$ cat src/mm_ram_cfg.svh
// memory map and sizing constants for the simulation memory block
// shared by the RTL and the testbench

`ifndef MM_RAM_CFG_SVH
`define MM_RAM_CFG_SVH

// ----------------------------------------------------------------------
// bus and memory widths
`define MM_RAM_ADDR_WIDTH   16
`define MM_INSTR_WIDTH      128
`define MM_DATA_WIDTH       32
`define MM_BE_WIDTH         (`MM_DATA_WIDTH / 8)
`define MM_IRQ_ID_WIDTH     6

// ----------------------------------------------------------------------
// pseudo peripheral register addresses
`define MM_STATUS_ADDR      32'h2000_0000
`define MM_EXIT_ADDR        32'h2000_0004
`define MM_TIMER_MASK_ADDR  32'h1500_0000
`define MM_TIMER_CNT_ADDR   32'h1500_0004
`define MM_DEBUG_ADDR       32'h1500_0008

// ----------------------------------------------------------------------
// magic values
`define MM_PASS_MAGIC       32'd123456789
`define MM_FAIL_MAGIC       32'd1
// timer irq id, doubles as the enable bit in the mask register
`define MM_TIMER_IRQ_ID     3
`define MM_ERR_RDATA        32'hBADC_0DE0

`endif

$ cat src/mm_ram_pkg.sv
// types shared by the memory block: decoded data region and the
// write data word with its debug control field view

`include "mm_ram_cfg.svh"

package mm_ram_pkg;

    // target of a data access, one per mapped location
    typedef enum logic [2:0] {
        REG_RAM,
        REG_STATUS,
        REG_EXIT,
        REG_TIMER_MASK,
        REG_TIMER_CNT,
        REG_DEBUG,
        REG_NONE
    } mm_region_e;

    // debug control word layout
    // bits 29 and 15 were random options and are not used
    typedef struct packed {
        logic        value;
        logic        pulse;
        logic        rsvd_29;
        logic [12:0] duration;
        logic        rsvd_15;
        logic [14:0] delay;
    } mm_debug_ctrl_t;

    typedef union packed {
        logic [`MM_DATA_WIDTH-1:0] raw;
        mm_debug_ctrl_t            dbg;
    } mm_data_word_u;

endpackage

$ cat src/mm_addr_decode.sv
// data address decoder
// picks the target region and raises one qualified request or write strobe

`include "mm_ram_cfg.svh"

module mm_addr_decode
    import mm_ram_pkg::*;
(
    input  logic        data_req_i,
    input  logic        data_we_i,
    input  logic [31:0] data_addr_i,
    output mm_region_e  region_o,
    output logic        ram_req_o,
    output logic        status_we_o,
    output logic        exit_we_o,
    output logic        timer_mask_we_o,
    output logic        timer_cnt_we_o,
    output logic        debug_we_o
);

    localparam logic [31:0] RAM_SIZE = 32'd1 << `MM_RAM_ADDR_WIDTH;

    logic wr;

    // RAM sits at the bottom of the map, registers are single words
    always_comb begin
        if (data_addr_i < RAM_SIZE) begin
            region_o = REG_RAM;
        end else if (data_addr_i == `MM_STATUS_ADDR) begin
            region_o = REG_STATUS;
        end else if (data_addr_i == `MM_EXIT_ADDR) begin
            region_o = REG_EXIT;
        end else if (data_addr_i == `MM_TIMER_MASK_ADDR) begin
            region_o = REG_TIMER_MASK;
        end else if (data_addr_i == `MM_TIMER_CNT_ADDR) begin
            region_o = REG_TIMER_CNT;
        end else if (data_addr_i == `MM_DEBUG_ADDR) begin
            region_o = REG_DEBUG;
        end else begin
            region_o = REG_NONE;
        end
    end

    assign wr = data_req_i && data_we_i;

    // RAM takes reads and writes, the registers are write only
    assign ram_req_o       = data_req_i && (region_o == REG_RAM);
    assign status_we_o     = wr && (region_o == REG_STATUS);
    assign exit_we_o       = wr && (region_o == REG_EXIT);
    assign timer_mask_we_o = wr && (region_o == REG_TIMER_MASK);
    assign timer_cnt_we_o  = wr && (region_o == REG_TIMER_CNT);
    assign debug_we_o      = wr && (region_o == REG_DEBUG);

endmodule

$ cat config.mk
export PLATFORM = sky130hd
export DESIGN_NAME = mm_addr_decode
export DESIGN_NICKNAME = d
export VERILOG_FILES = /design/src/mm_ram_pkg.sv /design/src/mm_addr_decode.sv
export VERILOG_INCLUDE_DIRS = /design/src /design/src/src
export SDC_FILE = /design/constraint.sdc
export NUM_CORES = 1
export LEC_CHECK = 0
export ABC_AREA = 1
export BUFFER_PORTS_ARGS = -buffer_cell sky130_fd_sc_hd__buf_4
export CAP_MARGIN = 20
export CORE_AREA = 2 2 39 41
export DETAILED_ROUTE_END_ITERATION = 6
export DIE_AREA = 0 0 41 43
export GPL_TIMING_DRIVEN = 0
export PLACE_DENSITY = 0.79
export SLEW_MARGIN = 10
export SYNTH_ARGS = -nofsm -noshare
export SYNTH_HDL_FRONTEND = slang
export SYNTH_SLANG_ARGS = --single-unit
$ cat constraint.sdc
create_clock -name vclk -period 1.46
set_clock_uncertainty 0.05 [all_clocks]
set_input_delay 0.073 -clock vclk [all_inputs]
set_output_delay 0.073 -clock vclk [all_outputs]
set_load 0.01 [all_outputs]
==> results.txt <==
- The number of antenna violations at the first check in global routing is 0.
- Measured against its own limit, the worst slew margin works out to 0.872.
- Setup Fix Bufs, Post-CTS: 0
- Clock group share of total power: 0
- For this run, design rule violations remaining after detail routing come to 0.
- Of the total power, the share spent switching nets is 0.392.
- For this run, the number of Yosys warnings is 0.
- The highest metal layer carrying signal wires in the routed design is met3.
- Xor/xnor share of the synthesized area: 0
- Area used by multi-input combinational logic: 427 um2
- Via count of the first global-routing pass: 516
- The filler cells instantiated in the layout total 138.
- The mapped netlist covers 443 um2.
* Count of pins over their slew limit: 0
- Number of clock buffer instances in the layout: 0
- Aggregate global routing overflow: 0
- Worst slack on hold paths: 0.423 ns
* IR Drop Worst-Case VDD: 0.0000877 V
- Using the TritonRoute via totals, the vias-per-cell ratio works out to 4.43.
* Detailed-router iteration count before antenna repair: 4
- Total negative slack: 0 ns
- Endpoints failing hold: 0
* Unrepaired setup endpoints after global routing: no
- After synthesis, the largest family of logic cells by area is simple AND/OR/NAND/NOR gates.
* Total Wirelength: 1220 um
* Detail-routed net length per standard cell: 8.02 um
* Highest Clock Rate: 733 MHz
* Crit path max fanout: 6
- 43 I/O pins were placed.
- Once detail routing completed, the nets flagged for antenna violations numbered 0.
- Compound-cell area share of the yosys netlist: 0.0593
- For this design the static power due to leakage is 0.431 nW.
* Endpoint class of the critical path: output pin
* Count of unique library cells instantiated by Yosys: 12
* GPL Wtd Cong: 0.765
* Final period demand of the worst path: 1.36 ns
* Switching power total: 0.0474 mW
* Post-synthesis mux area share: 0
- Pin slew with the least headroom to its limit: 0.190 ns
* Global-route wire length before repair: 1750 um
- The routed layout has 674 vias.
* Total power divided by cell area: 145 nW/um2
* Worst Setup Start Kind: primary input
- In the final design database the tool counted 172 nets.
* Synthesized net count: 127
- Total half-perimeter wirelength after legalization and detailed placement: 1050 um
* CTS resizes: 0
- Die area: 1760 um2
- Post-CTS Hold Fix Bufs: 0
- The worst setup path is of the primary input to output pin kind.
- Wire length on met2: 699 um
- Across the run, the number of max-cap violations was 0.
- Fraction of the yosys area taken by sequential cells: 0
- Placement Rows: 14
- Fraction of power consumed by sequential logic: 0
- Simple-Gate Fraction of Synth Area: 0.797
* Setup Viol. Count Final: 0
- Mean instance size in the synthesized netlist: 4.76 um2
- Buffers placed on the I/O ports in this run total 43.
* Overall track demand over capacity in global routing: 0.130
- Die extent in y: 43 um
- Gate power share: 1.000
- Num sequential: 0
- For this block, the initial DRC count from the detailed router was 1.
- Hold/Removal Path Class: primary input to output pin
* Int Pwr: 0.0735 mW
* Maximum number of pins on one net before global-route repair: 7
* Part of the cycle the worst path needs: 0.934
- Number of antenna repair diodes: 0
* CP Data Required Time: 1.34 ns
- Wire segments on met3 add up to 90 um in the final route.
* Synth-to-layout area growth: 88.1%
- Counting every instance in the synthesized netlist gives 93.
* Initial core utilization: 0.320
- The floorplan step defined a core boundary enclosing 1380 um2.
- Of the total synthesized cell area, the portion taken by full adders, half adders and majority gates is 0.
- The die is 41 um wide.
- At the end of the flow the core is filled with cells to 0.602.
- At the worst endpoint, the arrival time is 1.24 ns.
- Met1 Routed Length: 429 um
* Status: completed
* Fraction of layout cells with a size suffix above 1: 0.522
- In the final layout, flip-flops and latches occupy 0 um2.
final cells by class:
class | count | share of cell area
well taps | 16 | 0.0240
repair buffers | 43 | 0.387
inverters | 17 | 0.0766
multi-input cells | 76 | 0.512
critical path, cell delays in order:
cell,delay (ns)
buf_4,0.12
nor2_4,0.09
nand2_2,0.07
nor2_4,0.18
nand2_2,0.10
nor2_4,0.13
nand2_2,0.08
o21ai_4,0.09
inv_2,0.06
nand2_2,0.08
nor2_1,0.04
buf_4,0.13
metrics by stage:
| stage | setup slack [ns] | instance area (um2) | std cells | power (mW) |
|---|---|---|---|---|
| 2_1_floorplan | 0.340 | 443 | 93 | 0.0344 |
| 3_3_place_gp | 0.105 | 786 | 152 | 0.109 |
| 3_5_place_dp | 0.112 | 786 | 152 | 0.112 |
| 4_1_cts | 0.102 | 786 | 152 | 0.112 |
| 5_1_grt | 0.00454 | 833 | 152 | 0.135 |
| 6_report | 0.0967 | 833 | 152 | 0.121 |
cells in the final DEF, fill, tap and decap left out:
cell     instances
buf_4           43
inv_1           15
inv_2            2
nand2_1         20
nand2_2          7
nand2_4          2
nand3_1          6
nand3_2          1
nand4_1          3
nor2_1          19
nor2_2           8
nor2_4           7
o21ai_0          1
o21ai_1          1
o21ai_4          1
synth_stat cells:
master   number  area [um2]
nand2_2       3        18.8
nor2_4        3        33.8
nand2_1      24        90.1
o21ai_4       1        16.3
nor2_1       24        90.1
nand4_1       3        18.8
nand2_4       2        22.5
o21ai_0       2        10.0
inv_2         1        3.75
nor2_2        7        43.8
nand3_1       7        35.0
inv_1        16        60.1
kinds of logic (layout without fill, tap and decap cells):
family,Yosys count,count (layout)
compound gates,3,3
buf+inv,17,60
simple gates,73,73
final timing paths:
path	start	endpoint	slack, ns	cells past startpoint
worst max-delay path	data_addr_i[19]	timer_cnt_we_o	0.1	12
worst min-delay path	data_req_i	ram_req_o	0.42	4
layer usage:
layer	vias to the layer above	global-route usage
li1	364	-
met1	289	0.155
met2	21	0.253
met3	0	0
met4	0	0
met5	-	0
power groups by stage:
stage                     Combinational [mW]  Sequential, mW  Clock [mW]
after floorplan                       0.0344               0           0
after global placement                 0.109               0           0
after detailed placement               0.112               0           0
after CTS                              0.112               0           0
after global routing                   0.135               0           0
final                                  0.121               0           0
Note: power is estimated with default switching activity, not from simulation.
