<file path="src/mm_ram_cfg.svh">
// memory map and sizing constants for the simulation memory block
// shared by the RTL and the testbench

`ifndef MM_RAM_CFG_SVH
`define MM_RAM_CFG_SVH

// ----------------------------------------------------------------------
// bus and memory widths
`define MM_RAM_ADDR_WIDTH   16
`define MM_INSTR_WIDTH      128
`define MM_DATA_WIDTH       32
`define MM_BE_WIDTH         (`MM_DATA_WIDTH / 8)
`define MM_IRQ_ID_WIDTH     6

// ----------------------------------------------------------------------
// pseudo peripheral register addresses
`define MM_STATUS_ADDR      32'h2000_0000
`define MM_EXIT_ADDR        32'h2000_0004
`define MM_TIMER_MASK_ADDR  32'h1500_0000
`define MM_TIMER_CNT_ADDR   32'h1500_0004
`define MM_DEBUG_ADDR       32'h1500_0008

// ----------------------------------------------------------------------
// magic values
`define MM_PASS_MAGIC       32'd123456789
`define MM_FAIL_MAGIC       32'd1
// timer irq id, doubles as the enable bit in the mask register
`define MM_TIMER_IRQ_ID     3
`define MM_ERR_RDATA        32'hBADC_0DE0

`endif

</file>
<file path="src/mm_ram_pkg.sv">
// types shared by the memory block: decoded data region and the
// write data word with its debug control field view

`include "mm_ram_cfg.svh"

package mm_ram_pkg;

    // target of a data access, one per mapped location
    typedef enum logic [2:0] {
        REG_RAM,
        REG_STATUS,
        REG_EXIT,
        REG_TIMER_MASK,
        REG_TIMER_CNT,
        REG_DEBUG,
        REG_NONE
    } mm_region_e;

    // debug control word layout
    // bits 29 and 15 were random options and are not used
    typedef struct packed {
        logic        value;
        logic        pulse;
        logic        rsvd_29;
        logic [12:0] duration;
        logic        rsvd_15;
        logic [14:0] delay;
    } mm_debug_ctrl_t;

    typedef union packed {
        logic [`MM_DATA_WIDTH-1:0] raw;
        mm_debug_ctrl_t            dbg;
    } mm_data_word_u;

endpackage

</file>
<file path="src/data_bus_ctrl.sv">
// data bus response logic
// same-cycle grant, rvalid one cycle later, read data select

`include "mm_ram_cfg.svh"

module data_bus_ctrl
    import mm_ram_pkg::*;
(
    input  logic                      clk_i,
    input  logic                      rst_ni,
    input  logic                      data_req_i,
    input  logic                      data_we_i,
    input  mm_region_e                region_i,
    input  logic [`MM_DATA_WIDTH-1:0] ram_rdata_i,
    output logic                      data_gnt_o,
    output logic                      data_rvalid_o,
    output logic [`MM_DATA_WIDTH-1:0] data_rdata_o
);

    logic       rvalid_q;
    logic       we_q;
    mm_region_e region_q;

    // every region answers at once
    assign data_gnt_o = data_req_i;

    always_ff @(posedge clk_i or negedge rst_ni) begin
        if (!rst_ni) begin
            rvalid_q <= 1'b0;
            we_q     <= 1'b0;
            region_q <= REG_NONE;
        end else begin
            rvalid_q <= data_req_i;
            // remember where the access went, for the response cycle
            if (data_req_i) begin
                we_q     <= data_we_i;
                region_q <= region_i;
            end
        end
    end

    assign data_rvalid_o = rvalid_q;

    // ------------------------------------------------------------------
    // response data
    // only the RAM is readable, anything else returns the error word
    always_comb begin
        if (we_q) begin
            data_rdata_o = '0;
        end else if (region_q == REG_RAM) begin
            data_rdata_o = ram_rdata_i;
        end else begin
            data_rdata_o = `MM_ERR_RDATA;
        end
    end

endmodule

</file>
<file path="config.mk">
export PLATFORM = sky130hd
export DESIGN_NAME = data_bus_ctrl
export DESIGN_NICKNAME = d
export VERILOG_FILES = /design/src/mm_ram_pkg.sv /design/src/data_bus_ctrl.sv
export VERILOG_INCLUDE_DIRS = /design/src /design/src/src
export SDC_FILE = /design/constraint.sdc
export NUM_CORES = 1
export LEC_CHECK = 0
export ABC_CLOCK_PERIOD_IN_PS = 1330
export BUFFER_PORTS_ARGS = -buffer_cell sky130_fd_sc_hd__buf_2
export CAP_MARGIN = 20
export CORE_UTILIZATION = 26
export CTS_CLUSTER_SIZE = 28
export DETAILED_ROUTE_END_ITERATION = 6
export GPL_ROUTABILITY_DRIVEN = 1
export PLACE_DENSITY = 0.75
export SYNTH_ARGS = -nofsm -noshare
export SYNTH_HDL_FRONTEND = slang
export SYNTH_SLANG_ARGS = --single-unit
</file>
<file path="constraint.sdc">
create_clock -name clk_i -period 1.33 [get_ports clk_i]
set_clock_uncertainty 0.2 [all_clocks]
set_input_delay 0.1995 -clock clk_i [delete_from_list [all_inputs] [get_ports clk_i]]
set_output_delay 0.1995 -clock clk_i [all_outputs]
set_load 0.01 [all_outputs]
</file>
==> metrics.md <==
| Metric | Value |
|---|---|
| Starting density of the core | 0.280 |
| Max VDD drop | 0.618 mV |
| Sw power | around 0.28 mW |
| Synthesis-to-layout area growth | 140% |
| DRC | 0 |
| Crit end category | primary output |
| Port bufs | 72 |
| HPWL after detailed placement | 1.32 mm |
| Top cells by area, synth | and2_1 (20%), a21oi_1 (16%), dfrtp_1 (15%), nor2_1 (13%), dfstp_2 (11%) |
| Hold depth | 2 |
| Die Ht | 45.4 um |
| Num CTS Buffers | 3 |
| Initial antenna violation count | 0 |
| Largest net degree at the start of global routing | 18 |
| Yosys warns | 0 |
| Setup Viol. Count Final | 32 |
| Avg Inst Size Synth | 7.41 sq um |
| Slack of the worst reg-to-reg path | 0.10 ns |
| Placeable core area | ~1700 sq um |
| Final min period | 1.74 ns |
| Worst Slack Setup Final | -0.411 ns |
| CTS max path bufs | 2 |
| Final nets | 187 |
| IO Count | 73 |
| Clock share of power | 0.218 |
| Vias in the first global route | 565 |
| Final hold violation count | 0 |
| Dpl cells | 161 |
| Syn nets | 105 |
| Slew @ Worst Pin | 0.258 ns |
| Failing checks | setup timing |
| Vias | 730 |
| Sequential-to-total area share from yosys stat | 0.261 |
| Gp weighted congestion | 0.638 |
| P per Cell Area | 673 nW/um^2 |
| FP Rows | 15 |
| WP data required | 0.93 ns |
| H-tree Lvls | 1 |
| Seq cells post-synth | 5 |
| Clock-pin transition on the worst setup and hold timing paths | 0.04 ns |
| Worst setup SP type | flip-flop |
| Slew HR | 0.828 |
| Finished Layout Cells | 172 |
| Crit path max fanout | 16 |
| Cell accounting for the most synthesized area | and2_1 |
| Post-synthesis cell type count | 11 |
| Status | finished with violations |
| Share of cells above drive strength 1 | 0.769 |
| Gr ovfl total | 0 |
| Sequential Power Share | 0.240 |
| Int Power | around 0.51 mW |
| First-pass GRT wire length | 2.33 mm |
| Worst min-delay path class | in2reg |
| Sw Ratio | 0.349 |
| Clock root cell | clkbuf_4 |
| FMAX | roughly 570 MHz |
| Kind of critical path | reg2out |
| CTS tree | yes |
| R2R cell count | 2 |
| LEAKAGE | 0.605 nW |
| Crit share post-route | 1.31 |
| CTS Sinks | 5 |
| DIE AREA | 2060 sq um |
| Antenna cells | 0 |
| Combinational power share | 0.542 |
| Initial DRT Pass Iterations | 3 |
| Max-slew violations | 0 |
| Synthesized area | 489 sq um |
| Synth Instances | 66 |
| Fin Hold WS | about 0.10 ns |
| Number of nets still failing antenna checks after routing | 0 |
| # Max-Cap Violations | 0 |
| Total GRT Usage | 0.154 |
| DR WL/cell | 10.7 um |
| First DRT Iteration DRCs | 6 |
| Vias per Instance | around 4.2 |
| Routed WL | 1.84 mm |
| Share of the synthesized area in the top cell type | 0.205 |
| Die W | between 40 and 50 um |
| RSZ-0062 raised after global routing | true |
| CP arrival | 1.34 ns |
| Worst-skew pair later-pin latency | 0.24 ns |
## metal layers
| metal | wire, um | global-route usage | vias to the layer above | part of all wire |
|---|---|---|---|---|
| met5 | 0 | 0 | - | 0 |
| met3 | 141 | 0.0278 | 0 | 0.077 |
| met4 | 0 | 0.0545 | 0 | 0 |
| met1 | 691 | 0.152 | 313 | 0.38 |
| li1 | - | - | 377 | - |
| met2 | 1000 | 0.313 | 40 | 0.55 |
## logic make-up (layout without fill, tap and decap cells)
family,after synthesis,count (layout),synth area share
and+or+nand+nor,34,34,0.379
AOI/OAI and AO/OA,16,16,0.164
DFF,5,5,0.261
buffers and inverters,7,88,0.105
muxes,4,4,0.0921
## power groups by stage
| stage | logic, mW | clock network, mW | registers, mW |
|---|---|---|---|
| 2_1_floorplan | 0.217 | 0 | 0.184 |
| 3_3_place_gp | 0.360 | 0 | 0.189 |
| 3_5_place_dp | 0.368 | 0 | 0.190 |
| 4_1_cts | 0.396 | 0.181 | 0.188 |
| 5_1_grt | 0.462 | 0.189 | 0.191 |
| 6_report | 0.427 | 0.172 | 0.189 |
## worst paths after layout
kind | start | end
min in group asynchronous | rst_ni | data_rvalid_o$_DFF_PN0_
hold / removal | data_req_i | region_q[1]$_DFFE_PN1P_
setup / recovery | region_q[1]$_DFFE_PN1P_ | data_rdata_o[30]
setup reg to reg | we_q$_DFFE_PN0P_ | we_q$_DFFE_PN0P_
hold reg to reg | region_q[1]$_DFFE_PN1P_ | region_q[1]$_DFFE_PN1P_
max in group asynchronous | rst_ni | region_q[2]$_DFFE_PN1P_
## timing repair
action,CTS,global route
setup buffers,0,0
endpoints found under the hold margin,10,0
resized for setup,11,6
gates cloned,0,1
pin swaps,0,1
hold buffers,6,0
endpoints found under the setup margin,32,32
## per-stage QoR
stage               area (sq um)  TNS, ns  total power, mW  worst slack (ns)  utilization
finish                      1170   -12.31            0.789            -0.411        0.672
CTS                         1120   -12.98            0.765            -0.428        0.642
global placement             968    -4.32            0.549            -0.152        0.555
floorplan                    576    -3.47            0.401            -0.184            -
detailed placement           968    -5.15            0.558            -0.194        0.555
global route                1170   -14.15            0.843            -0.485        0.672
## worst max-delay path: stages, from the launching register on
cell and delay (ns):
dfstp_2 0.39, nor4_4 0.27, buf_6 0.19, and2_1 0.13, buf_2 0.12
## cells in the final DEF (no fill, tap or decap)
cell           synthesis  final
nor2_1                17     16
mux2_2                 4      4
dfstp_2                2      2
buf_12                 0      2
buf_6                  2     13
clkbuf_16              0      1
dlygate4sd3_1          0      6
clkbuf_1               1      1
and2_4                 0     10
a21oi_2                0     13
clkbuf_4               0      3
nor2_4                 0      1
buf_2                  2     61
buf_4                  2      1
dfrtp_1                3      3
a21oi_1               16      2
and2_1                16      6
nor4_4                 1      1
a21oi_4                0      1
## cell type report
cell class	count	area [sq um]
repair buffers	84	584
fillers	151	573
multi-input cells	54	403
flip-flops and latches	5	128
well taps	25	31.3
clock buffers	4	26.3
## synthesized netlist by cell type
library cell and n:
a21oi_1 16, and2_1 16, buf_2 2, buf_4 2, buf_6 2, clkbuf_1 1
dfrtp_1 3, dfstp_2 2, mux2_2 4, nor2_1 17, nor4_4 1
## state kept, by name (all words and copies together) (netlist names)
register,count
we_q,1
region_q,3
data_rvalid_o,1
Power figures use the tool's default switching activity.
