`config.mk`:
```
export PLATFORM = sky130hd
export DESIGN_NAME = sim_periph
export DESIGN_NICKNAME = d
export VERILOG_FILES = /design/src/sim_periph.sv
export VERILOG_INCLUDE_DIRS = /design/src /design/src/src
export SDC_FILE = /design/constraint.sdc
export NUM_CORES = 1
export LEC_CHECK = 0
export ABC_AREA = 1
export CAP_MARGIN = 25
export CORE_AREA = 3 3 93 95
export CTS_CLUSTER_SIZE = 14
export DETAILED_ROUTE_END_ITERATION = 12
export DIE_AREA = 0 0 96 98
export DONT_BUFFER_PORTS = 1
export SLEW_MARGIN = 20
export SYNTH_ARGS = -nofsm -noshare
export SYNTH_HDL_FRONTEND = slang
export SYNTH_SLANG_ARGS = --single-unit
```
`constraint.sdc`:
```
create_clock -name clk_i -period 2.3 [get_ports clk_i]
set_clock_uncertainty 0.2 [all_clocks]
set_input_delay 0.23 -clock clk_i [delete_from_list [all_inputs] [get_ports clk_i]]
set_output_delay 0.23 -clock clk_i [all_outputs]
set_load 0.01 [all_outputs]
```
`src/mm_ram_cfg.svh`:
```
// memory map and sizing constants for the simulation memory block
// shared by the RTL and the testbench

`ifndef MM_RAM_CFG_SVH
`define MM_RAM_CFG_SVH

// ----------------------------------------------------------------------
// bus and memory widths
`define MM_RAM_ADDR_WIDTH   16
`define MM_INSTR_WIDTH      128
`define MM_DATA_WIDTH       32
`define MM_BE_WIDTH         (`MM_DATA_WIDTH / 8)
`define MM_IRQ_ID_WIDTH     6

// ----------------------------------------------------------------------
// pseudo peripheral register addresses
`define MM_STATUS_ADDR      32'h2000_0000
`define MM_EXIT_ADDR        32'h2000_0004
`define MM_TIMER_MASK_ADDR  32'h1500_0000
`define MM_TIMER_CNT_ADDR   32'h1500_0004
`define MM_DEBUG_ADDR       32'h1500_0008

// ----------------------------------------------------------------------
// magic values
`define MM_PASS_MAGIC       32'd123456789
`define MM_FAIL_MAGIC       32'd1
// timer irq id, doubles as the enable bit in the mask register
`define MM_TIMER_IRQ_ID     3
`define MM_ERR_RDATA        32'hBADC_0DE0

`endif

```
`src/sim_periph.sv`:
```
// test status, exit and timer registers
// one-cycle status pulses and a countdown timer with a masked interrupt

`include "mm_ram_cfg.svh"

module sim_periph (
    input  logic                        clk_i,
    input  logic                        rst_ni,
    input  logic [`MM_DATA_WIDTH-1:0]   wdata_i,
    input  logic                        status_we_i,
    input  logic                        exit_we_i,
    input  logic                        timer_mask_we_i,
    input  logic                        timer_cnt_we_i,
    input  logic                        irq_ack_i,
    input  logic [`MM_IRQ_ID_WIDTH-1:0] irq_id_i,
    output logic                        tests_passed_o,
    output logic                        tests_failed_o,
    output logic                        exit_valid_o,
    output logic [`MM_DATA_WIDTH-1:0]   exit_value_o,
    output logic                        irq_o
);

    logic                      timer_en_q;
    logic [`MM_DATA_WIDTH-1:0] timer_cnt_q;
    logic                      timer_ack;

    // ------------------------------------------------------------------
    // status and exit pulses, one cycle after the write
    always_ff @(posedge clk_i or negedge rst_ni) begin
        if (!rst_ni) begin
            tests_passed_o <= 1'b0;
            tests_failed_o <= 1'b0;
            exit_valid_o   <= 1'b0;
        end else begin
            tests_passed_o <= status_we_i && (wdata_i == `MM_PASS_MAGIC);
            tests_failed_o <= status_we_i && (wdata_i == `MM_FAIL_MAGIC);
            exit_valid_o   <= exit_we_i;
        end
    end

    always_ff @(posedge clk_i) begin
        if (exit_we_i) begin
            exit_value_o <= wdata_i;
        end
    end

    // ------------------------------------------------------------------
    // timer
    // counts down while the timer registers are left alone; irq fires on 1 -> 0
    assign timer_ack = irq_ack_i && (irq_id_i == `MM_IRQ_ID_WIDTH'(`MM_TIMER_IRQ_ID));

    always_ff @(posedge clk_i or negedge rst_ni) begin
        if (!rst_ni) begin
            timer_en_q  <= 1'b0;
            timer_cnt_q <= '0;
            irq_o       <= 1'b0;
        end else begin
            if (timer_mask_we_i) begin
                timer_en_q <= wdata_i[`MM_TIMER_IRQ_ID];
            end

            if (timer_cnt_we_i) begin
                timer_cnt_q <= wdata_i;
            end else if (!timer_mask_we_i && timer_cnt_q != '0) begin
                timer_cnt_q <= timer_cnt_q - 1'b1;
            end

            // an acknowledge wins over a new expiry in the same cycle
            if (timer_ack) begin
                irq_o <= 1'b0;
            end else if (!timer_mask_we_i && !timer_cnt_we_i &&
                         timer_cnt_q == `MM_DATA_WIDTH'(1) && timer_en_q) begin
                irq_o <= 1'b1;
            end
        end
    end

endmodule
```
==> results.sh <==
export IMPL_die_h_um=98
export IMPL_synth_net_count=551
export IMPL_avgRoutedWirePerCell_um=16.3
export IMPL_die_area_um2=9410
export IMPL_fin_crit_sh=0.928
export IMPL_worstPathArrival_ns=2.23
export IMPL_clk_latency_ns=0.35
export IMPL_maxCapViolations=0
export IMPL_final_cell_mix="188 x nand2_1, 65 x nor2_1, 50 x nand3_1, 48 x inv_1, 39 x dlygate4sd3_1"
export IMPL_nets=604
export IMPL_rsz0062_at_grt="false"
export IMPL_layout_commonest_cell="nand2_1"
export IMPL_hold_violations=1
export IMPL_io_pins=81
export IMPL_violations="hold timing"
export IMPL_synth_cell_type_count=29
export IMPL_synth_warnings=0
export IMPL_antenna_found_initial=0
export IMPL_r2r_slack_ns=0.16
export IMPL_critPathMaxStageDelay_ns=0.57
export IMPL_end_kind="flop"
export IMPL_cts_made_buffers=9
export IMPL_ys_ff_latch=69
export IMPL_worstHoldEndpoint="timer_cnt_q[13]"
export IMPL_grt_max_degree=38
export IMPL_placed_cell_area_um2=3950
export IMPL_syn_avg_cell_area_um2=7.53
export IMPL_drt_drc_violations_left=0
export IMPL_timing_rr_end="irq_o"
export IMPL_drv_slew=0
export IMPL_dr_wl_met2_mm=5.48
export IMPL_hold_class="primary input to flop"
export IMPL_antenna_cells=0
export IMPL_dp_final_hpwl_mm=7.85
export IMPL_start_kind="flop"
export IMPL_tightest_slew_ns=0.650
export IMPL_clkSlewWorstSetupHoldPaths_ns=0.08
export IMPL_worstHoldStart="wdata_i[13]"
export IMPL_syn_to_final_growth_pct=21.0
export IMPL_cts_buffer_depth=2
export IMPL_ys_seq_area_frac=0.497
export IMPL_ir_drop_mv=0.347
export IMPL_maxUsedRoutingLayer="met4"
export IMPL_fmax_mhz=468
export IMPL_clock_sinks=69
export IMPL_crit_fanout=4
export IMPL_setup_violations=0
export IMPL_grt_total_usage=0.243
export IMPL_dp_slack_ns=-0.0281
export IMPL_timing_rr_start="timer_cnt_q[16]"
export IMPL_port_buffers=0
export IMPL_fillers=724
export IMPL_wl_met1_mm=4.59
export IMPL_ant_nets=0
export IMPL_start_util=0.486
export IMPL_first_pass_iters=5
export IMPL_via_count=3478
export IMPL_rr_worst_depth=7
export IMPL_fp_dieW_um=96
export IMPL_slowest_stage="dlygate4sd3_1"
export IMPL_crit_type="flop to flop"
export IMPL_p_leak_uw=0.00209
export IMPL_relSlewSlack=0.565
export IMPL_vias_per_cell=5.24
export IMPL_layout_min_cycle_time_ns=2.14
export IMPL_root_buffer="clkbuf_8"
export IMPL_tritoncts="yes"
export IMPL_synthesis_area_um2=3790
export IMPL_stdcell_area_um2=4590
export IMPL_status="finished with violations"
export IMPL_synthCells=504
export IMPL_wl_met3_um=500
export IMPL_routed_wl_mm=10.8
export IMPL_drt_initial_drc_count=188
export IMPL_grt_first_pass_wirelength_mm=17.3
export IMPL_gp_congestion=0.907
export IMPL_rows=32
export IMPL_holdWs_ns=-0.00527
export IMPL_gr_total_overflow=0
export IMPL_htreeDepth=3
export IMPL_drive_gt1_frac=0.0747
export IMPL_core_um2=7810
export IMPL_crit_required_ns=2.39
export IMPL_path_cells="nor2_2 > nand2_1 > nor2_1 > buf_4 > nand4_1 > a22oi_1 > dlygate4sd3_1"
export IMPL_whs_path_depth=4
export IMPL_grt_pass1_vias=3327
export IMPL_p_per_area_nw_per_um2=673
export IMPL_fin_ws_ns=0.165
per-stage QoR:
stage | utilization | setup TNS, ns | power [uW] | cells
3_3_place_gp | 0.506 | 0 | 2040 | 606
6_report | 0.588 | 0 | 3090 | 664
5_1_grt | 0.588 | 0 | 3270 | 664
3_5_place_dp | 0.506 | -0.0656 | 2040 | 606
4_1_cts | 0.587 | 0 | 3110 | 664
2_1_floorplan | - | 0 | 1900 | 504
Yosys cell counts:
master / n / area share
nand2_1: 188 / 0.19
nor2_1: 66 / 0.065
nand3_1: 50 / 0.066
inv_1: 48 / 0.047
dfrtp_1: 37 / 0.24
edfxtp_1: 32 / 0.25
o21ai_0: 21 / 0.028
nand4_1: 11 / 0.018
clkbuf_1: 8 / 0.0079
nor3_1: 6 / 0.0079
nor4_1: 6 / 0.0099
o21ai_1: 6 / 0.0079
xor2_1: 3 / 0.0069
buf_6: 2 / 0.0059
ha_1: 2 / 0.0066
nand2_4: 2 / 0.0059
nor2_2: 2 / 0.0033
o21bai_1: 2 / 0.0040
xnor2_1: 2 / 0.0046
a22oi_1: 1 / 0.0020
buf_2: 1 / 0.0013
buf_4: 1 / 0.0020
inv_2: 1 / 0.00099
nand2_2: 1 / 0.0016
nand3b_1: 1 / 0.0020
nor2_4: 1 / 0.0030
nor3_2: 1 / 0.0026
o21ai_4: 1 / 0.0043
or2_2: 1 / 0.0016
sequential cells by signal (all words and copies together), names as in the netlist:
signal	flops
irq_o	1
exit_valid_o	1
timer_cnt_q	32
exit_value_o	32
tests_passed_o	1
timer_en_q	1
tests_failed_o	1
timing repair:
item / CTS / global route
resized for setup: 1 / 2
hold buffers: 42 / 0
endpoints found under the hold margin: 137 / 0
setup buffers: 0 / 0
setup endpoints to repair: 13 / 11
where the power goes:
part           total, uW  switching [uW]  leakage [uW]  internal, uW
clock network        942             536     0.0000881           406
logic                595             366       0.00123           229
registers           1550             131      0.000769          1420
total               3090            1030       0.00209          2060
critical path: cells and delay by family (launching register included):
family | cells | cell delay (ns)
buffers and inverters | 2 | 0.72
AO/OA/AOI/OAI | 1 | 0.15
AND/OR/NAND/NOR | 4 | 0.58
flip-flops | 1 | 0.43
how the worst max path moves through the flow:
stage / start / slack [ns] / cells past startpoint / end
floorplan: timer_cnt_q[0] / 0.26 / 10 / timer_cnt_q[14]
global placement: timer_cnt_q[0] / 0.11 / 9 / timer_cnt_q[23]
finish: timer_cnt_q[16] / 0.16 / 7 / irq_o
CTS: timer_cnt_q[11] / 0.12 / 6 / irq_o
detailed placement: timer_cnt_q[0] / -0.03 / 9 / timer_cnt_q[26]
global route: timer_cnt_q[16] / 0.02 / 7 / irq_o
final cells by class:
type / instances / area, um^2 / area share
clock inverters: 7 / 57.6 / 0.0125
repair buffers: 54 / 541 / 0.118
inverters: 49 / 184 / 0.0400
clock buffers: 9 / 124 / 0.0270
multi-input cells: 374 / 1670 / 0.364
well taps: 102 / 128 / 0.0278
flip-flops and latches: 69 / 1890 / 0.411
cell families (layout without fill, tap and decap cells):
logic type      count (synthesis)  in the layout  synth area share
compound gates                 31             31            0.0458
xor+xnor                        5              5            0.0115
fa+ha+maj                       2              2           0.00659
buf+inv                        61            119            0.0656
flops                          69             69             0.497
simple gates                  336            336             0.373
metal layers:
metal	global-route usage	vias to the layer above
li1	-	1740
met1	0.313	1621
met2	0.401	97
met3	0.0447	20
met4	0.0930	0
met5	0	-
Power figures use the tool's default switching activity.
