`src/mm_ram_cfg.svh`:
```
// memory map and sizing constants for the simulation memory block
// shared by the RTL and the testbench

`ifndef MM_RAM_CFG_SVH
`define MM_RAM_CFG_SVH

// ----------------------------------------------------------------------
// bus and memory widths
`define MM_RAM_ADDR_WIDTH   16
`define MM_INSTR_WIDTH      128
`define MM_DATA_WIDTH       32
`define MM_BE_WIDTH         (`MM_DATA_WIDTH / 8)
`define MM_IRQ_ID_WIDTH     6

// ----------------------------------------------------------------------
// pseudo peripheral register addresses
`define MM_STATUS_ADDR      32'h2000_0000
`define MM_EXIT_ADDR        32'h2000_0004
`define MM_TIMER_MASK_ADDR  32'h1500_0000
`define MM_TIMER_CNT_ADDR   32'h1500_0004
`define MM_DEBUG_ADDR       32'h1500_0008

// ----------------------------------------------------------------------
// magic values
`define MM_PASS_MAGIC       32'd123456789
`define MM_FAIL_MAGIC       32'd1
// timer irq id, doubles as the enable bit in the mask register
`define MM_TIMER_IRQ_ID     3
`define MM_ERR_RDATA        32'hBADC_0DE0

`endif

```
`src/mm_ram_pkg.sv`:
```
// types shared by the memory block: decoded data region and the
// write data word with its debug control field view

`include "mm_ram_cfg.svh"

package mm_ram_pkg;

    // target of a data access, one per mapped location
    typedef enum logic [2:0] {
        REG_RAM,
        REG_STATUS,
        REG_EXIT,
        REG_TIMER_MASK,
        REG_TIMER_CNT,
        REG_DEBUG,
        REG_NONE
    } mm_region_e;

    // debug control word layout
    // bits 29 and 15 were random options and are not used
    typedef struct packed {
        logic        value;
        logic        pulse;
        logic        rsvd_29;
        logic [12:0] duration;
        logic        rsvd_15;
        logic [14:0] delay;
    } mm_debug_ctrl_t;

    typedef union packed {
        logic [`MM_DATA_WIDTH-1:0] raw;
        mm_debug_ctrl_t            dbg;
    } mm_data_word_u;

endpackage

```
`src/debug_req_gen.sv`:
```
// debug request generator
// drives a level or pulse on debug_req_o after a programmed delay

`include "mm_ram_cfg.svh"

module debug_req_gen
    import mm_ram_pkg::*;
(
    input  logic          clk_i,
    input  logic          rst_ni,
    input  logic          debug_we_i,
    input  mm_data_word_u wdata_i,
    output logic          debug_req_o
);

    logic [14:0] start_cnt_q;
    logic [12:0] dur_cnt_q;
    logic        value_q;
    logic        idle;

    // a new request is only taken once both counters have run out
    assign idle = (start_cnt_q == '0) && (dur_cnt_q == '0);

    always_ff @(posedge clk_i or negedge rst_ni) begin
        if (!rst_ni) begin
            start_cnt_q <= '0;
            dur_cnt_q   <= '0;
            value_q     <= 1'b0;
            debug_req_o <= 1'b0;
        end else if (debug_we_i && idle) begin
            // a zero delay or duration behaves as one cycle
            if (wdata_i.dbg.delay == '0) begin
                start_cnt_q <= 15'd1;
            end else begin
                start_cnt_q <= wdata_i.dbg.delay;
            end

            value_q <= wdata_i.dbg.value;

            // level mode leaves the duration at zero
            if (!wdata_i.dbg.pulse) begin
                dur_cnt_q <= '0;
            end else if (wdata_i.dbg.duration == '0) begin
                dur_cnt_q <= 13'd1;
            end else begin
                dur_cnt_q <= wdata_i.dbg.duration;
            end
        end else begin
            // ----------------------------------------------------------
            // delay phase, then the pulse phase
            if (start_cnt_q != '0) begin
                start_cnt_q <= start_cnt_q - 1'b1;
                if (start_cnt_q == 15'd1) begin
                    debug_req_o <= value_q;
                end
            end else if (dur_cnt_q != '0) begin
                dur_cnt_q <= dur_cnt_q - 1'b1;
                if (dur_cnt_q == 13'd1) begin
                    debug_req_o <= !value_q;
                end
            end
        end
    end

endmodule

```
`config.mk`:
```
export PLATFORM = sky130hd
export DESIGN_NAME = debug_req_gen
export DESIGN_NICKNAME = d
export VERILOG_FILES = /design/src/mm_ram_pkg.sv /design/src/debug_req_gen.sv
export VERILOG_INCLUDE_DIRS = /design/src /design/src/src
export SDC_FILE = /design/constraint.sdc
export NUM_CORES = 1
export LEC_CHECK = 0
export ABC_AREA = 1
export BUFFER_PORTS_ARGS = -buffer_cell sky130_fd_sc_hd__buf_2
export CAP_MARGIN = 20
export CORE_MARGIN = 3
export CORE_UTILIZATION = 45
export DETAILED_ROUTE_END_ITERATION = 10
export PLACE_DENSITY_LB_ADDON = 0.3
export SLEW_MARGIN = 20
export SYNTH_ARGS = -nofsm -noshare
export SYNTH_HDL_FRONTEND = slang
export SYNTH_SLANG_ARGS = --single-unit
```
`constraint.sdc`:
```
create_clock -name clk_i -period 3.4 [get_ports clk_i]
set_clock_uncertainty 0.1 [all_clocks]
set_input_delay 0.51 -clock clk_i [delete_from_list [all_inputs] [get_ports clk_i]]
set_output_delay 0.51 -clock clk_i [all_outputs]
set_load 0.05 [all_outputs]
```
==> results of run 1 <==
[critical path, cell delays in order, from the launching register on]
cell and delay, ns:
dfrtp_1 0.41, inv_1 0.15, ha_1 0.16, nand2_1 0.09, nor2_2 0.13, nand2_2 0.14
o21ai_2 0.47, inv_1 0.15, nand3_1 0.12, nand2_1 0.06
[registers in the layout (all words and copies together), names as in the netlist]
| register | flops |
|---|---|
| dur_cnt_q | 13 |
| start_cnt_q | 15 |
| value_q | 1 |
| debug_req_o | 1 |
[metrics by stage]
step / instance area (um2) / power [mW] / hold slack [ns] / cells
4_1_cts: 2570 / 0.715 / 0.194 / 439
6_report: 2570 / 0.708 / 0.172 / 439
2_1_floorplan: 2280 / 0.376 / 0.114 / 339
3_3_place_gp: 2480 / 0.408 / 0.366 / 431
5_1_grt: 2570 / 0.737 / 0.223 / 439
3_5_place_dp: 2480 / 0.409 / 0.372 / 431
[logic make-up (layout without fill, tap and decap cells)]
logic type                 Yosys count  after routing
and+or+nand+nor                    224            224
adders and majority gates            6              6
DFF                                 30             30
AOI/OAI and AO/OA                   21             21
buffers and inverters               43             76
xor gates and xnor gates            15             15
[final cells by class]
type	instances	area [um2]	share of cell area (%)
Clock buffer	7	86.3	3.36
Clock inverter	1	5.00	0.195
Inverter	35	135	5.26
Multi-Input combinational cell	266	1340	52.3
Sequential cell	30	751	29.2
Tap cell	67	83.8	3.26
Timing Repair Buffer	33	165	6.43
[placed cells by master (no fill, tap or decap)]
cell,n
nand2_1,115
nor2_1,44
nand3_1,33
buf_2,33
inv_1,31
dfrtp_1,30
xor2_1,11
nor2_2,7
ha_1,6
clkbuf_8,6
nor2_4,5
nor3_1,5
o21ai_1,5
a31oi_1,5
nand2_2,4
nand4_1,4
a21oi_1,4
xnor2_1,4
clkinv_2,2
inv_2,2
o21ai_2,2
o21ai_0,2
nand2_4,1
nand3_2,1
o21ai_4,1
nand3_4,1
inv_4,1
nand3b_1,1
or2_2,1
o211ai_1,1
o22ai_1,1
or2_1,1
nor4_1,1
clkbuf_1,1
[power groups by stage]
stage | sequential [mW] | clock [mW] | combinational [mW]
global route | 0.356 | 0.329 | 0.0514
detailed placement | 0.364 | 0 | 0.0452
finish | 0.357 | 0.306 | 0.0446
CTS | 0.357 | 0.313 | 0.0455
global placement | 0.364 | 0 | 0.0441
floorplan | 0.364 | 0 | 0.0128
[worst paths after layout]
kind	start	end	cells after the start
worst min-delay path	rst_ni	start_cnt_q[5]$_DFFE_PN0P_	1
worst min register to register	dur_cnt_q[1]$_DFFE_PN0P_	dur_cnt_q[1]$_DFFE_PN0P_	2
min in group clk_i	wdata_i[31]	value_q$_DFFE_PN0P_	3
max in group asynchronous	rst_ni	dur_cnt_q[10]$_DFFE_PN0P_	1
worst max register to register	dur_cnt_q[0]$_DFFE_PN0P_	dur_cnt_q[1]$_DFFE_PN0P_	9
worst max-delay path	dur_cnt_q[0]$_DFFE_PN0P_	dur_cnt_q[1]$_DFFE_PN0P_	9
[routing by layer]
metal	vias to the layer above	track usage, %	share of wire [%]
met1	956	24.7	46
li1	1133	-	-
met5	-	0	0
met2	44	33.1	49
met4	0	6.05	1.4
met3	9	3.52	4.3
==> summary.txt, run 1 <==
Vias: 2,142
# hold bufs at CTS: 0
I/O pin cnt: 36
CTS tree: done
Die W: 77.2 um
Most frequent cells after synthesis: nand2_1 (115), nor2_1 (44), nand3_1 (33)
Net Sw Power: 170 uW
Clock H-tree levels: 2
Layout area overhead: 12.5%
YS warnings: 0
Required time of the critical path: 3.48 ns
Crit. End Element: flop
Simple-gate share of the synthesized area: 43.9%
Seq cells post-synth: 30
Yosys cell types: 35
Fin crit share: 61.6%
Layout fillers: 514
Syn Std Cell Area: 2280 um2
Clock share of power: 43.3%
Compound-Gate Fraction of Synth Area: 5.86%
CTS Sinks: 30
CP arrival: 2.17 ns
Clk root buf: clkbuf_8
Crit-path max FO: 12
Post-route DRC violation count: 0
Share of layout cells above drive strength 1: 18.0%
Share of power burned in registers: 50.4%
Port Buffers: 33
Final net count: 412
Setup ws final: 1.31 ns
Synth Instances: 339
Post-synthesis mux area share: 0%
Fmax: 0.477 GHz
Share of the synthesized area in the top cell type: 32.9%
Vias in the first global route: 2,117
Final min period: 2.09 ns
DIE AREA: 5970 um2
Xor/xnor share of the synthesized area: 5.75%
Final TNS setup: 0 ns
RSZ-0062 raised after global routing: false
Routed WL: 5400 um
Starting Density: 47.4%
Antenna viol nets, final: 0
Placer Congestion: 0.875
Top cells by area, synth: dfrtp_1 (33%), nand2_1 (19%), nand3_1 (7.2%)
Largest net degree at the start of global routing: 31
Sw frac: 24.1%
DR iter-0 viols: 109
Post_cts resized: 0
Status: finished, final reports clean
Syn_area_per_cell: 6.74 um2
Max_cap viols: 0
Gr usage total: 19.4%
Combinational Power Share: 6.3%
Pre-antenna DRT Iters: 4
Worst-Skew Late Latency: 0.29 ns
FFs w/ async S/R, synth: 100%
Predominant post-synthesis flop cell: dfrtp_1
Setup violators final: 0
Min-Delay Path Class: input pin to asynchronous set/reset pin
Max IR drop VDD: 0.197 mV
Overflow after GRT: 0
Diodes inserted: 0
Area of the core: 4820 um2
Pre-CTS WS: 1.30 ns
Post-CTS setup repair buffer count: 0
Post-synth EDFFs: 0
CP Class: flop to flop
Die H: 77.2 um
Crit path launch type: flop
Initial antenna violation count: 0
Internal power: 538 uW
Final Max Slew Viols: 0
Syn Nets: 380
Cell taking the most area after synthesis: dfrtp_1
First-pass GRT wire length: 9400 um
Reg-to-reg slack, setup: 1.31 ns
Worst-Margin Slew: 0.716 ns
Vias/cell: 4.88
Slew Limit Headroom: 52.3%
Clk slew on worst S/H paths: 0.07 ns
# rows: 25
Post-layout util: 53.3%
Routed WL per cell: 12.3 um
Clk buf depth: 2
CTS buffer count: 5
Sequential-to-total area share from yosys stat: 32.9%
Final hold vios: 0
Adder-Cell Fraction of Synth Area: 3.29%
Leakage: 1.36 nW
Total power divided by cell area: 276 nW/um2
Count leader, synth: nand2_1
Largest family of logic cells by synthesized area: simple AND/OR/NAND/NOR gates
DP Wirelength: 3970 um
No activity file was read; power rests on OpenSTA's default activity.
==> inputs of run 2 (changes only) <==
Settings changed: ABC_AREA 1 to 0.
Clock period 3.4 ns to 1.9 ns, I/O delays scaled along.
==> summary.txt, run 2 <==
Status: finished with violations
Failing checks: setup timing
Share of layout cells above drive strength 1: 55.6%
CP Class: flop to flop
Most common cell after layout, fill and taps aside: buf_4
Count leader, synth: nand2_1
Adder-Cell Fraction of Synth Area: 3.59%
Sw frac: 29.6%
Die W: 74.1 um
CTS Sinks: 30
Area of the core: 4410 um2
CTS buffer count: 5
Layout area overhead: 63.0%
Dpl cells: 381
DP Wirelength: 4340 um
I/O pin cnt: 36
Gr usage total: 24.6%
Post-layout util: 77.1%
Die H: 74.1 um
Clk buf depth: 2
Final TNS setup: -1.79 ns
Routed WL per cell: 17.2 um
Antenna viol nets, final: 0
Most frequent cells after synthesis: nand2_1 (37), dfrtp_1 (30), inv_1 (14)
Xor/xnor share of the synthesized area: 5.45%
Clk slew on worst S/H paths: 0.07 ns
Crit-path max FO: 6
Critical path's top delay family: compound AO/OA/AOI/OAI gates
Port Buffers: 33
Clock share of power: 30.7%
DIE AREA: 5490 um2
Final hold vios: 0
Compound-Gate Fraction of Synth Area: 16.5%
Initial antenna violation count: 0
Crit path launch type: flop
Syn Std Cell Area: 2090 um2
Setup ws final: -0.113 ns
Worst-path cell chain: inv_2 > ha_4 > nor3b_4 > nand4_4 > o21ai_4 > buf_6 > a21oi_2 > o22a_1
RSZ-0062 raised after global routing: true
Starting Density: 47.3%
Slew Limit Headroom: 52.3%
Max FFs per register: 15
Sequential-to-total area share from yosys stat: 35.9%
Top cells by area, synth: dfrtp_1 (36%), nand2_1 (6.7%), xor2_1 (3.8%)
Largest family of logic cells by synthesized area: simple AND/OR/NAND/NOR gates
Share of the synthesized area in the top cell type: 35.9%
Final min period: 2.01 ns
CP arrival: 2.08 ns
Min-Delay Path Class: input pin to flop
Diodes inserted: 0
First-pass GRT wire length: 10,300 um
Worst path bufs/invs: 2
Max_cap viols: 0
Synth Instances: 229
Final Max Slew Viols: 0
Commonest non-fill, non-tap cells in the layout: buf_4 (74), buf_2 (34), dfrtp_1 (29)
Seq cells post-synth: 30
Routed WL: 6920 um
Worst-Skew Late Latency: 0.29 ns
Setup violators final: 27
Crit. End Element: flop
Simple-gate share of the synthesized area: 31.9%
Slowest stage delay, CP: 0.40 ns
Final net count: 393
Leakage: 1.45 nW
Layout fillers: 289
Combinational Power Share: 23.8%
Cell taking the most area after synthesis: dfrtp_1
Largest net degree at the start of global routing: 31
Fmax: 0.497 GHz
WHS: 0.110 ns
Clock H-tree levels: 2
Predominant post-synthesis flop cell: dfrtp_1
Post-route DRC violation count: 0
Fin crit share: 106%
FFs w/ async S/R, synth: 100%
Pre-antenna DRT Iters: 6
Syn_area_per_cell: 9.12 um2
Post-synthesis mux area share: 1.44%
Share of power burned in registers: 45.5%
Placer Congestion: 0.868
Reg-to-reg slack, setup: -0.11 ns
Post-synth EDFFs: 0
Multi-input gate area: 1540 um2
Total power divided by cell area: 499 nW/um2
Vias: 2,293
Worst-Margin Slew: 0.715 ns
CTS tree: done
Largest Register: start_cnt_q
Net Sw Power: 503 uW
Clk root buf: clkbuf_8
Yosys cell types: 49
Internal power: 1.19 mW
CP max stage cell: dfrtp_1
Required time of the critical path: 1.97 ns
Sequential Area: 752 um2
DR iter-0 viols: 83
Largest regs: start_cnt_q: 15 flops, dur_cnt_q: 13 flops
Vias in the first global route: 2,239
Final cell count without fillers: 403
# rows: 24
YS warnings: 0
Vias/cell: 5.69
Syn Nets: 270
Max IR drop VDD: 0.313 mV
Overflow after GRT: 0
-- run 2: changes by cell type in the layout (fill, tap and decap cells not counted), moves of 5 or more --
cell     delta
a21oi_2     +6
buf_6       +8
buf_4      +74
a31oi_1     -5
inv_1      -21
nand3_1    -27
nand2_1    -91
nor2_2      -6
nand2_2     +8
nor2_1     -36
o22a_1      +8
-- run 2: path summary, 6_finish.rpt --
| kind | start | endpoint | cells past startpoint |
|---|---|---|---|
| worst max register to register | dur_cnt_q[0]$_DFFE_PN0P_ | dur_cnt_q[12]$_DFFE_PN0P_ | 8 |
| worst min register to register | debug_req_o$_DFFE_PN0P_ | debug_req_o$_DFFE_PN0P_ | 2 |
| min in group asynchronous | rst_ni | start_cnt_q[8]$_DFFE_PN0P_ | 2 |
| worst max-delay path | dur_cnt_q[0]$_DFFE_PN0P_ | dur_cnt_q[12]$_DFFE_PN0P_ | 8 |
| max in group asynchronous | rst_ni | start_cnt_q[9]$_DFFE_PN0P_ | 2 |
| worst min-delay path | wdata_i[10] | start_cnt_q[10]$_DFFE_PN0P_ | 3 |
-- run 2: worst reg2reg max path, delay by kind of cell, from the launching register on --
| kind | cells | cell delay, ns |
|---|---|---|
| AOI/OAI and AO/OA | 3 | 0.57 |
| and+or+nand+nor | 2 | 0.40 |
| buffers and inverters | 2 | 0.29 |
| DFF | 1 | 0.40 |
| adders and majority gates | 1 | 0.15 |
-- run 2: layer usage --
layer	track usage [%]	part of all wire [%]	wire (um)
met1	27.4	38	2650
met4	7.85	2.3	160
met3	5.81	4.3	296
met5	0	0	0
met2	45.9	55	3820
-- run 2: what timing repair did --
item	CTS	global route
setup endpoints to repair	28	30
pin swaps	12	32
cloned	1	2
hold endpoints to repair	30	0
setup buffers	6	7
hold buffers	1	0
resized for setup	35	47
-- run 2: final cells by class --
type | count | share of cell area [%]
flip-flops and latches | 30 | 22.1
clock buffers | 6 | 2.43
repair buffers | 122 | 26.9
inverters | 14 | 1.54
multi-input cells | 179 | 45.1
well taps | 52 | 1.91
-- run 2: cell families (layout without fill, tap and decap cells) --
kind of cell | Yosys count | count (layout)
XOR/XNOR | 13 | 13
AND/OR/NAND/NOR | 108 | 109
flip-flops | 30 | 30
AO/OA/AOI/OAI | 48 | 48
buffers and inverters | 21 | 142
adder cells (fa/ha/maj) | 6 | 6
multiplexers | 3 | 3
-- run 2: power by group through the flow --
stage                     clock (mW)  combinational (mW)  sequential [mW]
after global routing           0.555               0.438            0.778
after CTS                      0.525               0.370            0.773
after detailed placement           0               0.354            0.784
after floorplan                    0               0.144            0.792
final                          0.520               0.404            0.773
after global placement             0               0.346            0.782
-- run 2: through the flow --
stage / power (mW) / worst slack, ns / area [um2]
final: 1.70 / -0.113 / 3400
after global routing: 1.77 / -0.217 / 3400
after CTS: 1.67 / -0.102 / 3190
after detailed placement: 1.14 / -0.291 / 2900
after global placement: 1.13 / -0.293 / 2900
after floorplan: 0.936 / -0.118 / 2130
==> inputs of run 3 (changes only) <==
Settings changed: CORE_UTILIZATION 45 to 51.
==> summary.txt, run 3 (synthesized netlist as in run 2, its figures left out) <==
Setup ws final: -0.355 ns
DP Wirelength: 4410 um
Post-layout util: 92.0%
Reg-to-reg slack, setup: -0.36 ns
Status: finished with violations
Final Max Slew Viols: 0
Final TNS setup: -6.93 ns
Largest Register: start_cnt_q
Leakage: 1.52 nW
CTS tree: done
Share of layout cells above drive strength 1: 53.9%
WHS: 0.0912 ns
Die W: 70.0 um
RSZ-0062 raised after global routing: true
Worst-path cell chain: inv_2 > ha_4 > nor3b_4 > and4_2 > nand3_4 > buf_12 > a311oi_2 > a21oi_1
Overflow after GRT: 0
Gr usage total: 36.7%
CTS buffer count: 5
Worst-Skew Late Latency: 0.31 ns
Slew Limit Headroom: 52.3%
Antenna viol nets, final: 0
Required time of the critical path: 1.98 ns
Die H: 70.0 um
DR iter-0 viols: 567
Pre-antenna DRT Iters: 5
Crit path launch type: flop
Routed WL per cell: 26.6 um
Pre-CTS WS: -0.234 ns
Placer Congestion: 0.882
Setup violators final: 30
Area of the core: 3800 um2
Crit-path max FO: 5
Slowest stage delay, CP: 0.41 ns
Most common cell after layout, fill and taps aside: buf_4
Clk slew on worst S/H paths: 0.07 ns
Min-Delay Path Class: input pin to flop
Max IR drop VDD: 0.694 mV
CP Class: flop to flop
Total power divided by cell area: 505 nW/um2
DIE AREA: 4900 um2
Layout area overhead: 67.3%
Routed WL: 10,800 um
Vias/cell: 7.03
Final net count: 397
CTS Sinks: 30
Clk buf depth: 2
Post-route DRC violation count: 0
I/O pin cnt: 36
Largest net degree at the start of global routing: 31
Commonest non-fill, non-tap cells in the layout: buf_4 (71), buf_2 (33), dfrtp_1 (30)
CP arrival: 2.33 ns
Clock H-tree levels: 2
Fin crit share: 119%
Vias in the first global route: 2,694
R2R depth: 8
Hold depth: 3
Final hold vios: 0
Clk root buf: clkbuf_8
# rows: 22
Total power: 1.77 mW
Starting Density: 55.0%
Vias: 2,848
Max_cap viols: 0
Crit. End Element: flop
First-pass GRT wire length: 13,900 um
CP max stage cell: dfrtp_1
Failing checks: setup timing
Port Buffers: 33
Max FFs per register: 15
Initial antenna violation count: 1
Worst-Margin Slew: 0.715 ns
Fmax: 0.443 GHz
Final min period: 2.26 ns
Largest regs: start_cnt_q: 15 flops, dur_cnt_q: 13 flops
## run 3: critical path, delay by kind of cell (launching register included)
kind            cells  cell delay, ns
buf+inv             2            0.31
compound gates      2            0.32
simple gates        3            0.81
flops               1            0.41
fa+ha+maj           1            0.17
## run 3: routing by layer
metal	GRT usage [%]	share of wire [%]
met1	45.3	35
met2	57.3	43
met3	10.8	13
met4	20.0	9.1
met5	0	0
## run 3: metrics by stage
stage	cell area, um2	instances
2_1_floorplan	2130	229
3_3_place_gp	2840	371
3_5_place_dp	2840	371
4_1_cts	3290	399
5_1_grt	3490	405
6_report	3490	405
## run 3: path summary, 6_finish.rpt
path,from,endpoint
max,dur_cnt_q[0]$_DFFE_PN0P_,start_cnt_q[0]$_DFFE_PN0P_
min,wdata_i[10],start_cnt_q[10]$_DFFE_PN0P_
max reg2reg,dur_cnt_q[0]$_DFFE_PN0P_,start_cnt_q[0]$_DFFE_PN0P_
min reg2reg,value_q$_DFFE_PN0P_,value_q$_DFFE_PN0P_
max in group asynchronous,rst_ni,dur_cnt_q[3]$_DFFE_PN0P_
min in group asynchronous,rst_ni,dur_cnt_q[8]$_DFFE_PN0P_
## run 3: report_power, final
group / total [mW] / internal, mW / switching [mW]
Sequential: 0.773 / 0.703 / 0.0706
Clock: 0.526 / 0.246 / 0.280
Combinational: 0.467 / 0.218 / 0.249
## run 3: layout make-up
cell class | instances | area [um2]
timing repair buffer | 127 | 1010
fill | 134 | 304
tap | 48 | 60.1
inverter | 14 | 52.6
antenna | 1 | 2.50
clock inverter | 2 | 10.0
sequential | 30 | 751
clock buffer | 5 | 68.8
multi-input combinational | 178 | 1540
## run 3: what timing repair did
item,in CTS,in global routing
endpoints found under the setup margin,29,30
pin swaps,19,22
endpoints found under the hold margin,30,0
gates resized for setup,41,41
buffers inserted,20,5
hold buffers,1,0
cloned,1,1
